## config.mk

```make
export PLATFORM = sky130hd
export DESIGN_NAME = accel_spi_top
export DESIGN_NICKNAME = d
export VERILOG_FILES = /design/src/logic/accel_pkg.sv /design/src/logic/accel_host_port.sv /design/src/logic/accel_sampler.sv /design/src/logic/accel_spi_top.sv /design/src/logic/sample_fifo.sv /design/src/logic/spi_byte_engine.sv
export SDC_FILE = /design/constraint.sdc
export NUM_CORES = 1
export LEC_CHECK = 0
export BUFFER_PORTS_ARGS = -buffer_cell sky130_fd_sc_hd__clkbuf_2
export CORE_MARGIN = 4
export CORE_UTILIZATION = 66
export CTS_CLUSTER_DIAMETER = 120
export CTS_CLUSTER_SIZE = 20
export DETAILED_ROUTE_END_ITERATION = 12
export PLACE_DENSITY = 0.83
export SYNTH_ARGS = -nofsm -noshare
export SYNTH_HDL_FRONTEND = slang
export SYNTH_SLANG_ARGS = --single-unit
export TNS_END_PERCENT = 50
```

## constraint.sdc

```tcl
create_clock -name clk_i -period 5.02 [get_ports clk_i]
set_input_delay 1.004 -clock clk_i [delete_from_list [all_inputs] [get_ports clk_i]]
set_output_delay 1.004 -clock clk_i [all_outputs]
set_load 0.02 [all_outputs]
```

## src/logic/accel_pkg.sv

```systemverilog
package accel_pkg;

   // field widths
   localparam int DIV_W  = 4;
   localparam int TAG_W  = 2;
   localparam int VAL_W  = 14;
   localparam int WORD_W = TAG_W + VAL_W;

   // axis tags carried in the upper bits of each FIFO word
   localparam logic [TAG_W-1:0] TAG_X = 2'd0;
   localparam logic [TAG_W-1:0] TAG_Y = 2'd1;
   localparam logic [TAG_W-1:0] TAG_Z = 2'd2;

   // host register map
   localparam logic [1:0] REG_CTRL   = 2'd0;
   localparam logic [1:0] REG_STATUS = 2'd1;
   localparam logic [1:0] REG_DATA   = 2'd2;
   localparam logic [1:0] REG_THRESH = 2'd3;

   // bit positions inside CTRL and STATUS
   localparam int CTRL_EN_BIT  = 0;
   localparam int CTRL_DIV_LSB = 4;
   localparam int STAT_OVF_BIT = 8;
   localparam int STAT_TAG_LSB = 12;

   // sensor side
   localparam logic [7:0] CMD_READ   = 8'h0B;
   localparam logic [7:0] XDATA_ADDR = 8'h0E; // XDATA_L, then auto increment

   // one FIFO word, seen as raw data or as tag plus sample
   typedef union packed {
      logic [WORD_W-1:0] raw;
      struct packed {
         logic [TAG_W-1:0] tag;
         logic [VAL_W-1:0] value;
      } sample;
   } axis_word_u;

endpackage

```

## src/logic/accel_host_port.sv

```systemverilog
`timescale 1ns/1ps

module accel_host_port #(
   parameter int FIFO_DEPTH = 8
) (
   input  logic                            clk_i,
   input  logic                            rst_n_i,
   input  logic                            bus_stb_i,
   input  logic                            bus_we_i,
   input  logic [1:0]                      bus_adr_i,
   input  logic [15:0]                     bus_wdata_i,
   input  accel_pkg::axis_word_u           head_word_i,
   input  logic [$clog2(FIFO_DEPTH+1)-1:0] level_i,
   input  logic                            overflow_i,
   output logic                            bus_ack_o,
   output logic [15:0]                     bus_rdata_o,
   output logic                            enable_o,
   output logic [accel_pkg::DIV_W-1:0]     div_o,
   output logic                            pop_o,
   output logic                            irq_o
);

   import accel_pkg::*;

   localparam int LVL_W = $clog2(FIFO_DEPTH + 1);

   logic             rd_stb;
   logic             wr_stb;
   logic             ctrl_en;
   logic [DIV_W-1:0] ctrl_div;
   logic [LVL_W-1:0] thresh;
   logic             ovf_sticky;
   logic [TAG_W-1:0] last_tag;   // tag of the most recent pop
   logic             ack_q;
   logic [15:0]      rdata_q;
   logic [15:0]      rd_mux;

   assign rd_stb = bus_stb_i && !bus_we_i;
   assign wr_stb = bus_stb_i && bus_we_i;

   // a DATA read on an empty FIFO pops nothing
   assign pop_o = rd_stb && (bus_adr_i == REG_DATA) && (level_i != '0);

   always_comb begin
      rd_mux = '0;
      case (bus_adr_i)
         REG_CTRL: begin
            rd_mux[CTRL_EN_BIT]           = ctrl_en;
            rd_mux[CTRL_DIV_LSB +: DIV_W] = ctrl_div;
         end
         REG_STATUS: begin
            rd_mux[LVL_W-1:0]             = level_i;
            rd_mux[STAT_OVF_BIT]          = ovf_sticky;
            rd_mux[STAT_TAG_LSB +: TAG_W] = last_tag;
         end
         REG_DATA: begin
            if (level_i != '0) rd_mux = head_word_i.raw; // whole word, tag included
         end
         REG_THRESH: rd_mux[LVL_W-1:0] = thresh;
      endcase
   end

   always_ff @(posedge clk_i or negedge rst_n_i) begin
      if (!rst_n_i) begin
         ctrl_en    <= 1'b0;
         ctrl_div   <= '0;
         thresh     <= '0;
         ovf_sticky <= 1'b0;
         last_tag   <= '0;
         ack_q      <= 1'b0;
         rdata_q    <= '0;
      end else begin
         ack_q   <= bus_stb_i;                // fixed one cycle acknowledge
         rdata_q <= rd_stb ? rd_mux : '0;
         if (wr_stb && bus_adr_i == REG_CTRL) begin
            ctrl_en  <= bus_wdata_i[CTRL_EN_BIT];
            ctrl_div <= bus_wdata_i[CTRL_DIV_LSB +: DIV_W];
         end
         if (wr_stb && bus_adr_i == REG_THRESH) thresh <= bus_wdata_i[LVL_W-1:0];
         // a new drop wins over the clear on read
         if (overflow_i) begin
            ovf_sticky <= 1'b1;
         end else if (rd_stb && bus_adr_i == REG_STATUS) begin
            ovf_sticky <= 1'b0;
         end
         if (pop_o) last_tag <= head_word_i.sample.tag;
      end
   end

   assign bus_ack_o   = ack_q;
   assign bus_rdata_o = rdata_q;
   assign enable_o    = ctrl_en;
   assign div_o       = ctrl_div;
   assign irq_o       = (thresh != '0) && (level_i >= thresh); // zero threshold disables

endmodule

```

## src/logic/accel_sampler.sv

```systemverilog
`timescale 1ns/1ps

module accel_sampler #(
   parameter int SAMPLE_PERIOD = 2000
) (
   input  logic                  clk_i,
   input  logic                  rst_n_i,
   input  logic                  enable_i,
   input  logic                  byte_done_i,
   input  logic [7:0]            rx_byte_i,
   output logic                  byte_start_o,
   output logic [7:0]            tx_byte_o,
   output logic                  ncs_o,
   output logic                  push_o,
   output accel_pkg::axis_word_u push_word_o
);

   import accel_pkg::*;

   localparam int TMR_W = $clog2(SAMPLE_PERIOD + 1);

   // burst sequencer states
   localparam logic [1:0] ST_IDLE = 2'd0;
   localparam logic [1:0] ST_LOAD = 2'd1;
   localparam logic [1:0] ST_WAIT = 2'd2;

   logic [TMR_W-1:0] tmr;
   logic             period_hit;
   logic             burst_go;
   logic [1:0]       state;
   logic [2:0]       byte_idx;  // 0 cmd, 1 addr, 2..7 data
   logic             start_q;
   logic [7:0]       tx_q;
   logic             ncs_q;
   logic [7:0]       lo_byte;
   logic             hi_byte;
   axis_word_u       word;

   assign period_hit = (tmr == TMR_W'(SAMPLE_PERIOD - 1));
   assign burst_go   = enable_i && period_hit && (state == ST_IDLE);

   // sample period timer
   always_ff @(posedge clk_i or negedge rst_n_i) begin
      if (!rst_n_i) begin
         tmr <= '0;
      end else if (!enable_i) begin
         tmr <= '0;
      end else if (burst_go) begin
         tmr <= '0;              // restarts as the burst begins
      end else if (!period_hit) begin
         tmr <= tmr + 1'b1;
      end
   end

   always_ff @(posedge clk_i or negedge rst_n_i) begin
      if (!rst_n_i) begin
         state    <= ST_IDLE;
         byte_idx <= '0;
         start_q  <= 1'b0;
         ncs_q    <= 1'b1;
      end else begin
         start_q <= 1'b0;
         case (state)
            ST_IDLE: begin
               if (burst_go) begin
                  ncs_q    <= 1'b0;
                  byte_idx <= '0;
                  state    <= ST_LOAD;
               end
            end
            ST_LOAD: begin
               start_q <= 1'b1;
               state   <= ST_WAIT;
            end
            ST_WAIT: begin
               if (byte_done_i) begin
                  if (byte_idx == 3'd7) begin
                     ncs_q <= 1'b1;   // end of burst
                     state <= ST_IDLE;
                  end else begin
                     byte_idx <= byte_idx + 3'd1;
                     state    <= ST_LOAD;
                  end
               end
            end
            default: state <= ST_IDLE;
         endcase
      end
   end

   // outgoing byte and captured low bytes
   always_ff @(posedge clk_i) begin
      if (state == ST_LOAD) begin
         case (byte_idx)
            3'd0:    tx_q <= CMD_READ;
            3'd1:    tx_q <= XDATA_ADDR;
            default: tx_q <= 8'h00;    // dummy, clocks data out of the sensor
         endcase
      end
      if (state == ST_WAIT && byte_done_i && byte_idx >= 3'd2 && !byte_idx[0]) begin
         lo_byte <= rx_byte_i;
      end
   end

   // high bytes sit at odd indices 3, 5, 7
   assign hi_byte = (state == ST_WAIT) && byte_done_i && byte_idx[0] && (byte_idx[2:1] != 2'd0);

   always_comb begin
      word.raw = '0;
      case (byte_idx[2:1])
         2'd1:    word.sample.tag = TAG_X;
         2'd2:    word.sample.tag = TAG_Y;
         default: word.sample.tag = TAG_Z;
      endcase
      word.sample.value = {rx_byte_i[5:0], lo_byte}; // 12 bit data plus sign ext bits
   end

   assign byte_start_o = start_q;
   assign tx_byte_o    = tx_q;
   assign ncs_o        = ncs_q;
   assign push_o       = hi_byte;
   assign push_word_o  = word;

endmodule

```

## src/logic/accel_spi_top.sv

```systemverilog
`timescale 1ns/1ps

module accel_spi_top #(
   parameter int FIFO_DEPTH    = 8,
   parameter int SAMPLE_PERIOD = 2000
) (
   input  logic        clk_i,
   input  logic        rst_n_i,
   input  logic        bus_stb_i,
   input  logic        bus_we_i,
   input  logic [1:0]  bus_adr_i,
   input  logic [15:0] bus_wdata_i,
   input  logic        miso_i,
   output logic        bus_ack_o,
   output logic [15:0] bus_rdata_o,
   output logic        irq_o,
   output logic        sck_o,
   output logic        mosi_o,
   output logic        ncs_o
);

   import accel_pkg::*;

   logic                            enable;
   logic [DIV_W-1:0]                div;
   logic                            byte_start;
   logic [7:0]                      tx_byte;
   logic                            byte_done;
   logic [7:0]                      rx_byte;
   logic                            push;
   axis_word_u                      push_word;
   logic                            pop;
   axis_word_u                      head_word;
   logic [$clog2(FIFO_DEPTH+1)-1:0] level;
   logic                            overflow;

   spi_byte_engine u_engine (
      .clk_i        (clk_i),
      .rst_n_i      (rst_n_i),
      .div_i        (div),
      .byte_start_i (byte_start),
      .tx_byte_i    (tx_byte),
      .miso_i       (miso_i),
      .sck_o        (sck_o),
      .mosi_o       (mosi_o),
      .byte_done_o  (byte_done),
      .rx_byte_o    (rx_byte)
   );

   accel_sampler #(.SAMPLE_PERIOD(SAMPLE_PERIOD)) u_sampler (
      .clk_i        (clk_i),
      .rst_n_i      (rst_n_i),
      .enable_i     (enable),
      .byte_done_i  (byte_done),
      .rx_byte_i    (rx_byte),
      .byte_start_o (byte_start),
      .tx_byte_o    (tx_byte),
      .ncs_o        (ncs_o),
      .push_o       (push),
      .push_word_o  (push_word)
   );

   sample_fifo #(.FIFO_DEPTH(FIFO_DEPTH)) u_fifo (
      .clk_i        (clk_i),
      .rst_n_i      (rst_n_i),
      .push_i       (push),
      .push_word_i  (push_word),
      .pop_i        (pop),
      .head_word_o  (head_word),
      .level_o      (level),
      .overflow_o   (overflow)
   );

   accel_host_port #(.FIFO_DEPTH(FIFO_DEPTH)) u_host (
      .clk_i        (clk_i),
      .rst_n_i      (rst_n_i),
      .bus_stb_i    (bus_stb_i),
      .bus_we_i     (bus_we_i),
      .bus_adr_i    (bus_adr_i),
      .bus_wdata_i  (bus_wdata_i),
      .head_word_i  (head_word),
      .level_i      (level),
      .overflow_i   (overflow),
      .bus_ack_o    (bus_ack_o),
      .bus_rdata_o  (bus_rdata_o),
      .enable_o     (enable),
      .div_o        (div),
      .pop_o        (pop),
      .irq_o        (irq_o)
   );

endmodule

```

## src/logic/sample_fifo.sv

```systemverilog
`timescale 1ns/1ps

module sample_fifo #(
   parameter int FIFO_DEPTH = 8
) (
   input  logic                               clk_i,
   input  logic                               rst_n_i,
   input  logic                               push_i,
   input  accel_pkg::axis_word_u              push_word_i,
   input  logic                               pop_i,
   output accel_pkg::axis_word_u              head_word_o,
   output logic [$clog2(FIFO_DEPTH+1)-1:0]    level_o,
   output logic                               overflow_o
);

   import accel_pkg::*;

   localparam int LVL_W = $clog2(FIFO_DEPTH + 1);
   localparam int PTR_W = (FIFO_DEPTH > 1) ? $clog2(FIFO_DEPTH) : 1;

   axis_word_u       mem [FIFO_DEPTH];
   logic [PTR_W-1:0] wr_ptr;
   logic [PTR_W-1:0] rd_ptr;
   logic [LVL_W-1:0] level;
   logic             full;
   logic             empty;
   logic             do_push;
   logic             do_pop;
   logic             ovf_q;

   // wraps for any depth, not only powers of two
   function automatic logic [PTR_W-1:0] ptr_next(input logic [PTR_W-1:0] p);
      return (p == PTR_W'(FIFO_DEPTH - 1)) ? '0 : p + 1'b1;
   endfunction

   assign full    = (level == LVL_W'(FIFO_DEPTH));
   assign empty   = (level == '0);
   assign do_push = push_i && !full;   // dropped when full
   assign do_pop  = pop_i && !empty;

   always_ff @(posedge clk_i or negedge rst_n_i) begin
      if (!rst_n_i) begin
         wr_ptr <= '0;
         rd_ptr <= '0;
         level  <= '0;
         ovf_q  <= 1'b0;
      end else begin
         ovf_q <= push_i && full;
         if (do_push) wr_ptr <= ptr_next(wr_ptr);
         if (do_pop)  rd_ptr <= ptr_next(rd_ptr);
         if (do_push && !do_pop) begin
            level <= level + 1'b1;
         end else if (do_pop && !do_push) begin
            level <= level - 1'b1;
         end
      end
   end

   always_ff @(posedge clk_i) begin
      if (do_push) mem[wr_ptr] <= push_word_i;
   end

   assign head_word_o = mem[rd_ptr];
   assign level_o     = level;
   assign overflow_o  = ovf_q;

endmodule

```

## src/logic/spi_byte_engine.sv

```systemverilog
`timescale 1ns/1ps

module spi_byte_engine (
   input  logic                        clk_i,
   input  logic                        rst_n_i,
   input  logic [accel_pkg::DIV_W-1:0] div_i,
   input  logic                        byte_start_i,
   input  logic [7:0]                  tx_byte_i,
   input  logic                        miso_i,
   output logic                        sck_o,
   output logic                        mosi_o,
   output logic                        byte_done_o,
   output logic [7:0]                  rx_byte_o
);

   import accel_pkg::*;

   logic             busy;
   logic [DIV_W-1:0] div_q;     // divider frozen for the whole byte
   logic [DIV_W-1:0] div_cnt;
   logic [3:0]       edge_cnt;  // 16 sck edges per byte
   logic             sck_q;
   logic             done_q;
   logic [7:0]       tx_sr;
   logic [7:0]       rx_sr;
   logic             phase_end;

   // last cycle of the current sck half period
   assign phase_end = busy && (div_cnt == div_q);

   always_ff @(posedge clk_i or negedge rst_n_i) begin
      if (!rst_n_i) begin
         busy     <= 1'b0;
         div_q    <= '0;
         div_cnt  <= '0;
         edge_cnt <= '0;
         sck_q    <= 1'b0;
         done_q   <= 1'b0;
         tx_sr    <= '0;
      end else begin
         done_q <= 1'b0;
         if (!busy) begin
            // start requests while busy are simply not looked at
            if (byte_start_i) begin
               busy     <= 1'b1;
               div_q    <= div_i;
               div_cnt  <= '0;
               edge_cnt <= '0;
               tx_sr    <= tx_byte_i; // msb goes out before the first rise
            end
         end else if (phase_end) begin
            div_cnt  <= '0;
            sck_q    <= ~sck_q;
            edge_cnt <= edge_cnt + 4'd1;
            if (sck_q) begin
               // falling edge, next bit onto mosi
               tx_sr <= {tx_sr[6:0], 1'b0};
               if (edge_cnt == 4'd15) begin
                  busy   <= 1'b0;
                  done_q <= 1'b1;
               end
            end
         end else begin
            div_cnt <= div_cnt + 1'b1;
         end
      end
   end

   // miso sampled as sck rises
   always_ff @(posedge clk_i) begin
      if (phase_end && !sck_q) begin
         rx_sr <= {rx_sr[6:0], miso_i};
      end
   end

   assign sck_o       = sck_q;
   assign mosi_o      = tx_sr[7];
   assign byte_done_o = done_q;
   assign rx_byte_o   = rx_sr; // complete when byte_done_o is high

endmodule
```

**Word level (Yosys, flattened, before mapping)**

Memory sizes are Yosys's and may differ from the RTL's.
Index checks and enable logic that the tools add are counted.

- Add/sub/neg operators: 8
- $lt $le $gt $ge: 2
- Equality and inequality tests: 22
- Muxes and demuxes: 53
- Bitwise logic cells: 2
- Reductions and logical operators: 47

Operators with widths:

| cell | count |
|---|---|
| $mux 11 | 3 |
| $mux 16 | 2 |
| $mux 8 | 4 |
| $mux 4 | 7 |
| $logic_and 1x1->1 | 22 |
| $mux 1 | 18 |
| $mux 3 | 6 |
| $pmux 4 s2 | 2 |
| $add 4x1->4 const B | 3 |
| $add 11x1->11 const B | 1 |
| $eq 11x11->1 const B | 1 |
| $reduce_bool 2->1 | 5 |
| $add 3x1->3 const B | 3 |
| $eq 3x3->1 const B | 3 |
| $pmux 3 s3 | 1 |
| $eq 2x2->1 const B | 4 |
| $eq 4x4->1 const B | 2 |
| $ne 2x2->1 const B | 4 |
| $pmux 2 s2 | 2 |
| $reduce_and 2->1 | 4 |
| $reduce_and 4->1 | 2 |
| $reduce_bool 4->1 | 2 |
| $logic_not 1->1 | 7 |
| $eq 2x1->1 const B | 3 |
| other kinds (17) | 23 |

- Register bits: 105
- RAM bits: 128
- Input bits: 23
- Output and inout bits: 21
- Logic and storage cells: 161
- Memories kept: 1

Memory list:

| memory | words | width | read ports | clocked after Yosys merged registers in | wr ports | RTL line | text |
|---|---|---|---|---|---|---|---|
| u_fifo.mem | 8 | 16 | 1 | 0 | 1 | sample_fifo.sv:21 | `axis_word_u mem [FIFO_DEPTH];` |

**Depth between registers and ports, before layout**

- Word-level depth: 9
- Mapped depth: 12
- Gate-level depth less buffers: 11

**By module**

From an unflattened synthesis, not the netlist that was laid out.

- Cells, all modules: 622
- Area, all modules: 9833.2 um^2

Modules (own cells, without submodules):

| module | instances | cells each | area each (um^2) | seq. area each (um^2) |
|---|---|---|---|---|
| sample_fifo | 1 | 254 | 5612.9 | 4119.0 |
| spi_byte_engine | 1 | 138 | 1497.7 | 815.8 |
| accel_sampler | 1 | 127 | 1453.9 | 782.0 |
| accel_host_port | 1 | 103 | 1268.7 | 725.7 |

**Least setup slack after synthesis**

OpenSTA, ideal clock, no wires.

- Kind: input -> register
- Start: input port bus_adr_i[0]
- End: register u_fifo.level[3], in the netlist u_fifo.level_o[3]
- Setup time: 136 ps
- Arrival time: 2994 ps
- Required time: 4884 ps
- Setup slack: 1890 ps
- Stages: 11
- Buffers on the path: 1
- Path through: inv_1 ha_1 o41a_1 nand2_1 buf_2 ha_1 inv_1 ha_1 a21o_1 a2111oi_0 o31ai_1

- Cells in the longest elaborated chain, start to end: 7
- Elaborated cells between the ends (all ways): 9
- Classes of those cells: 1 x eq/ne; 1 x mux; 7 x reduce/logical

Ends and longest elaborated chain:

| element | RTL line | text |
|---|---|---|
| start: declaration | accel_spi_top.sv:11 | `input logic [1:0] bus_adr_i,` |
| $eq 2x2->1 (*) | accel_host_port.sv:42 | `assign pop_o = rd_stb && (bus_adr_i == REG_DATA) && (level_i != '0);` |
| $logic_and 1x1->1 (*) (2 in a row) | accel_host_port.sv:42 |  |
| $logic_and 1x1->1 (*) | sample_fifo.sv:39 | `assign do_pop = pop_i && !empty;` |
| $logic_not 1->1 | sample_fifo.sv:51 | `if (do_push && !do_pop) begin` |
| $logic_and 1x1->1 | sample_fifo.sv:51 |  |
| $mux 4 / $reduce_bool 2->1 (equally long branches) | n/a |  |
| end signal: assignment | sample_fifo.sv:52 | `level <= level + 1'b1;` |
| end signal: assignment | sample_fifo.sv:54 | `level <= level - 1'b1;` |
| end: declaration | sample_fifo.sv:24 | `logic [LVL_W-1:0] level;` |

Every way passes the cells marked *; elsewhere a longest branch is shown, timed or not.
A chain may end at the register's enable or synchronous reset.

**Worst setup path in the final report**

- Start: input port bus_stb_i
- End: register u_fifo.level[3], in the netlist u_fifo.level_o[3]

- Cells in the longest elaborated chain, start to end: 7
- Elaborated cells between the ends (all ways): 9
- Classes of those cells: 1 x mux; 8 x reduce/logical

Ends and longest elaborated chain:

| element | RTL line | text |
|---|---|---|
| start: declaration | accel_spi_top.sv:9 | `input logic bus_stb_i,` |
| $logic_and 1x1->1 (*) | accel_host_port.sv:38 | `assign rd_stb = bus_stb_i && !bus_we_i;` |
| $logic_and 1x1->1 (*) (2 in a row) | accel_host_port.sv:42 |  |
| $logic_and 1x1->1 (*) | sample_fifo.sv:39 |  |
| $logic_not 1->1 | sample_fifo.sv:51 |  |
| $logic_and 1x1->1 | sample_fifo.sv:51 |  |
| $mux 4 / $reduce_bool 2->1 (equally long branches) | n/a |  |

Marks and branches as above.

==> results.py <==
metrics = {
    "outcome": {
        "outcome": "finished clean",
    },
    "synth": {
        "syn_area_per_cell_um2": 16.3,
        "number_of_enable_flip_flop_cells_after_synthesis": 147,
        "synth_nets": 627,
        "fraction_of_the_yosys_area_taken_by_sequential_cells_pct": 68.7,
        "synth_top_area_cell": "edfxtp_1",
        "yosysMostFrequentCell": "edfxtp_1",
        "yosysUniqueCellTypes": 57,
        "dominantRegCellSynth": "edfxtp_1",
        "mappedNetlistArea_um2": 9380,
        "fraction_of_post_synthesis_cell_area_in_the_top_cell_type_by_area_pct": 47.1,
        "netlist_top_cells_count": "edfxtp_1 (147), dfrtp_1 (80), nand2_1 (36)",
        "synth_cells": 577,
        "synth_warnings": 0,
        "synth_area_leaders": "edfxtp_1 (47%), dfrtp_1 (21%), mux4_2 (7.7%)",
        "async_flop_share_pct": 35.5,
        "ys_ff_latch": 228,
    },
    "cts": {
        "clk_latency_ns": 0.47,
        "maximum_clock_insertion_buffer_count": 3,
        "hold_buffers": 0,
        "cts.reportedPaths.clkPinSlew_ns": 0.08,
        "cts_resized": 0,
        "cts_inserted_buffers": 15,
        "cts_h_tree_depth": 1,
        "tritoncts_num_sinks": 228,
        "tritoncts": "built",
        "postCtsSetupRepairBufs": 0,
        "cts_root_buffer": "clkbuf_16",
    },
    "worst_setup_path": {
        "crit-reg2reg-launch": "u_fifo.level_o[3]",
        "cp_required_ns": 5.36,
        "worstPathArrival_ns": 3.81,
        "worst-r2r-cell-count": 8,
        "end_kind": "flop",
        "critical_path.max_fanout": 16,
        "worstSetupStartpoint": "bus_stb_i",
        "cp-start-kind": "input port",
        "path_class": "input port to flop",
    },
    "timing": {
        "worst-slew-pin-transition_ns": 1.05,
        "report.final.hold_viol_count": 0,
        "slew-limit-headroom_pct": 30.0,
        "totalNegativeSetupSlack_ns": 0,
        "setup_viol": 0,
        "final_max_slew_viol_count": 0,
        "fin_worst_skew_ns": 0.0136,
        "max_freq_ghz": 0.288,
        "whs_ns": 0.430,
        "timing.final.crit_period_ns": 3.47,
        "timing.final.crit_share_pct": 69.1,
        "timing.final.ws_setup_ns": 1.55,
        "unrepaired_setup_endpoints_after_global_routing": "no",
    },
    "layout": {
        "finish.cell_count_without_fillers": 808,
        "postLayoutCellArea_um2": 10200,
        "antenna-diode-count": 0,
        "share_of_cells_above_drive_strength_1_pct": 20.9,
        "layout.nets": 670,
        "syn_to_final_growth_pct": 8.89,
    },
    "place": {
        "dpl_cell_area_um2": 9780,
        "post-place-ws_ns": 1.08,
        "dpl.hpwl_um": 10900,
        "place.port_buffers": 35,
        "gpl.final_weighted_congestion": 0.805,
        "placedCellCount": 783,
    },
    "grt": {
        "grt_pass1_vias": 5142,
        "number_of_antenna_violations_at_the_first_check_in_global_routing": 0,
        "grt.overflow.total": 0,
        "global_route.usage.total_pct": 22.0,
        "grt_first_pass_wirelength_um": 27600,
        "grt_start_max_net_pins": 82,
    },
    "floorplanning": {
        "placeableCoreArea_um2": 13900,
        "io-pin-count": 44,
        "die_y_um": 127,
        "starting_density_pct": 67.6,
        "design.die.area_um2": 16200,
        "placementRows": 43,
        "dieWidth_um": 127,
    },
    "routing": {
        "drc": 0,
        "totalWireLength_um": 17100,
        "drt-vias-per-instance": 6.08,
        "ant_nets": 0,
        "first_iter_violations": 494,
        "drtPass1Iterations": 5,
        "post_drt_wl_per_cell_um": 21.2,
        "vias": 4914,
    },
    "power": {
        "static-leakage-power_nw": 3.86,
        "ir_worst_vdd_uv": 366,
        "power_density_nw_per_um2": 321,
    },
    "hold_path": {
        "worst_hold_path_type": "flop to flop",
        "timing.hold.worst.start": "u_engine.rx_byte_o[7]",
        "hold_depth": 0,
    },
    "flow_run": {
        "drv_cap": 0,
    },
}
==> worst max-delay path, stage by stage <==
cell and delay, ns:
clkbuf_2 0.11, nor2b_1 0.45, nand2_1 0.56, ha_1 0.45, inv_1 0.17, ha_1 0.27, a21o_1 0.21, a2111oi_0 0.42
o31ai_1 0.15
==> routing by layer <==
metal  up-vias  part of all wire, %  GRT usage, %
met5         -                    0             0
met1      2495                   41          30.6
met3        19                  4.7          3.05
met4         0                  1.4          4.16
li1       2278                    -             -
met2       122                   53          38.3
==> flip-flops by register name, summed over array words and instances (netlist names), 2 cells and up <==
signal               count
u_engine.tx_sr           8
u_sampler.tx_byte_o      3
u_engine.div_cnt         4
u_engine.edge_cnt        4
u_sampler.tmr           11
u_host.last_tag          2
u_host.div_o             4
u_fifo.wr_ptr            3
u_sampler.lo_byte        8
u_fifo.level_o           4
u_engine.div_q           4
u_host.thresh            4
u_engine.rx_byte_o       8
u_host.bus_rdata_o      16
u_sampler.state          2
u_fifo.rd_ptr            3
u_fifo.mem             128
u_sampler.byte_idx       3
==> final cells by class <==
type,count,area [um^2]
Tap cell,180,225
Clock inverter,2,25.0
Multi-Input combinational cell,308,2780
Clock buffer,23,405
Sequential cell,228,6440
Timing Repair Buffer,44,245
Inverter,23,86.3
Fill cell,811,3670
==> cell families (layout without fill, tap and decap cells) <==
| family | count (synthesis) | in the layout | share of synthesized area, % |
|---|---|---|---|
| AND/OR/NAND/NOR | 123 | 123 | 6.93 |
| buffers and inverters | 41 | 92 | 1.89 |
| AO/OA/AOI/OAI | 70 | 70 | 5.10 |
| multiplexers | 72 | 72 | 12.2 |
| adder cells (fa/ha/maj) | 27 | 27 | 3.68 |
| XOR/XNOR | 16 | 16 | 1.49 |
| flip-flops | 228 | 228 | 68.7 |
==> worst paths after layout <==
| check | endpoint | slack [ns] |
|---|---|---|
| hold / removal | u_sampler.lo_byte[7] | 0.43 |
| min in group asynchronous | u_host.thresh[3] | 0.68 |
| hold reg to reg | u_sampler.lo_byte[7] | 0.43 |
| setup reg to reg | u_fifo.level_o[3] | 1.81 |
| max in group asynchronous | u_fifo.rd_ptr[1] | 3.60 |
| setup / recovery | u_fifo.level_o[3] | 1.55 |
==> cells in the final DEF (no fill, tap or decap), types with 10 or more instances in the layout <==
| master | Yosys | final |
|---|---|---|
| a21oi_1 | 11 | 11 |
| buf_4 | 1 | 10 |
| clkbuf_16 | 0 | 15 |
| clkbuf_2 | 2 | 34 |
| dfrtp_1 | 80 | 79 |
| edfxtp_1 | 147 | 147 |
| ha_1 | 26 | 26 |
| inv_1 | 23 | 23 |
| mux2_2 | 18 | 18 |
| mux2i_1 | 22 | 22 |
| mux4_2 | 32 | 32 |
| nand2_1 | 36 | 36 |
| nand3_1 | 11 | 11 |
| nor2_1 | 22 | 22 |
| o21ai_0 | 20 | 20 |
==> report_power, final <==
group	switching [mW]	total, mW	internal, mW
sequential	0.0267	2.03	2.00
combinational	0.0502	0.0884	0.0382
clock	0.587	1.16	0.569
total	0.664	3.27	2.61
==> through the flow <==
step / utilization [%] / power [mW]
global placement: 70.5 / 2.15
floorplan: - / 2.12
CTS: 73.6 / 3.30
finish: 73.6 / 3.27
detailed placement: 70.5 / 2.16
global route: 73.6 / 3.39
Power figures use the tool's default switching activity.
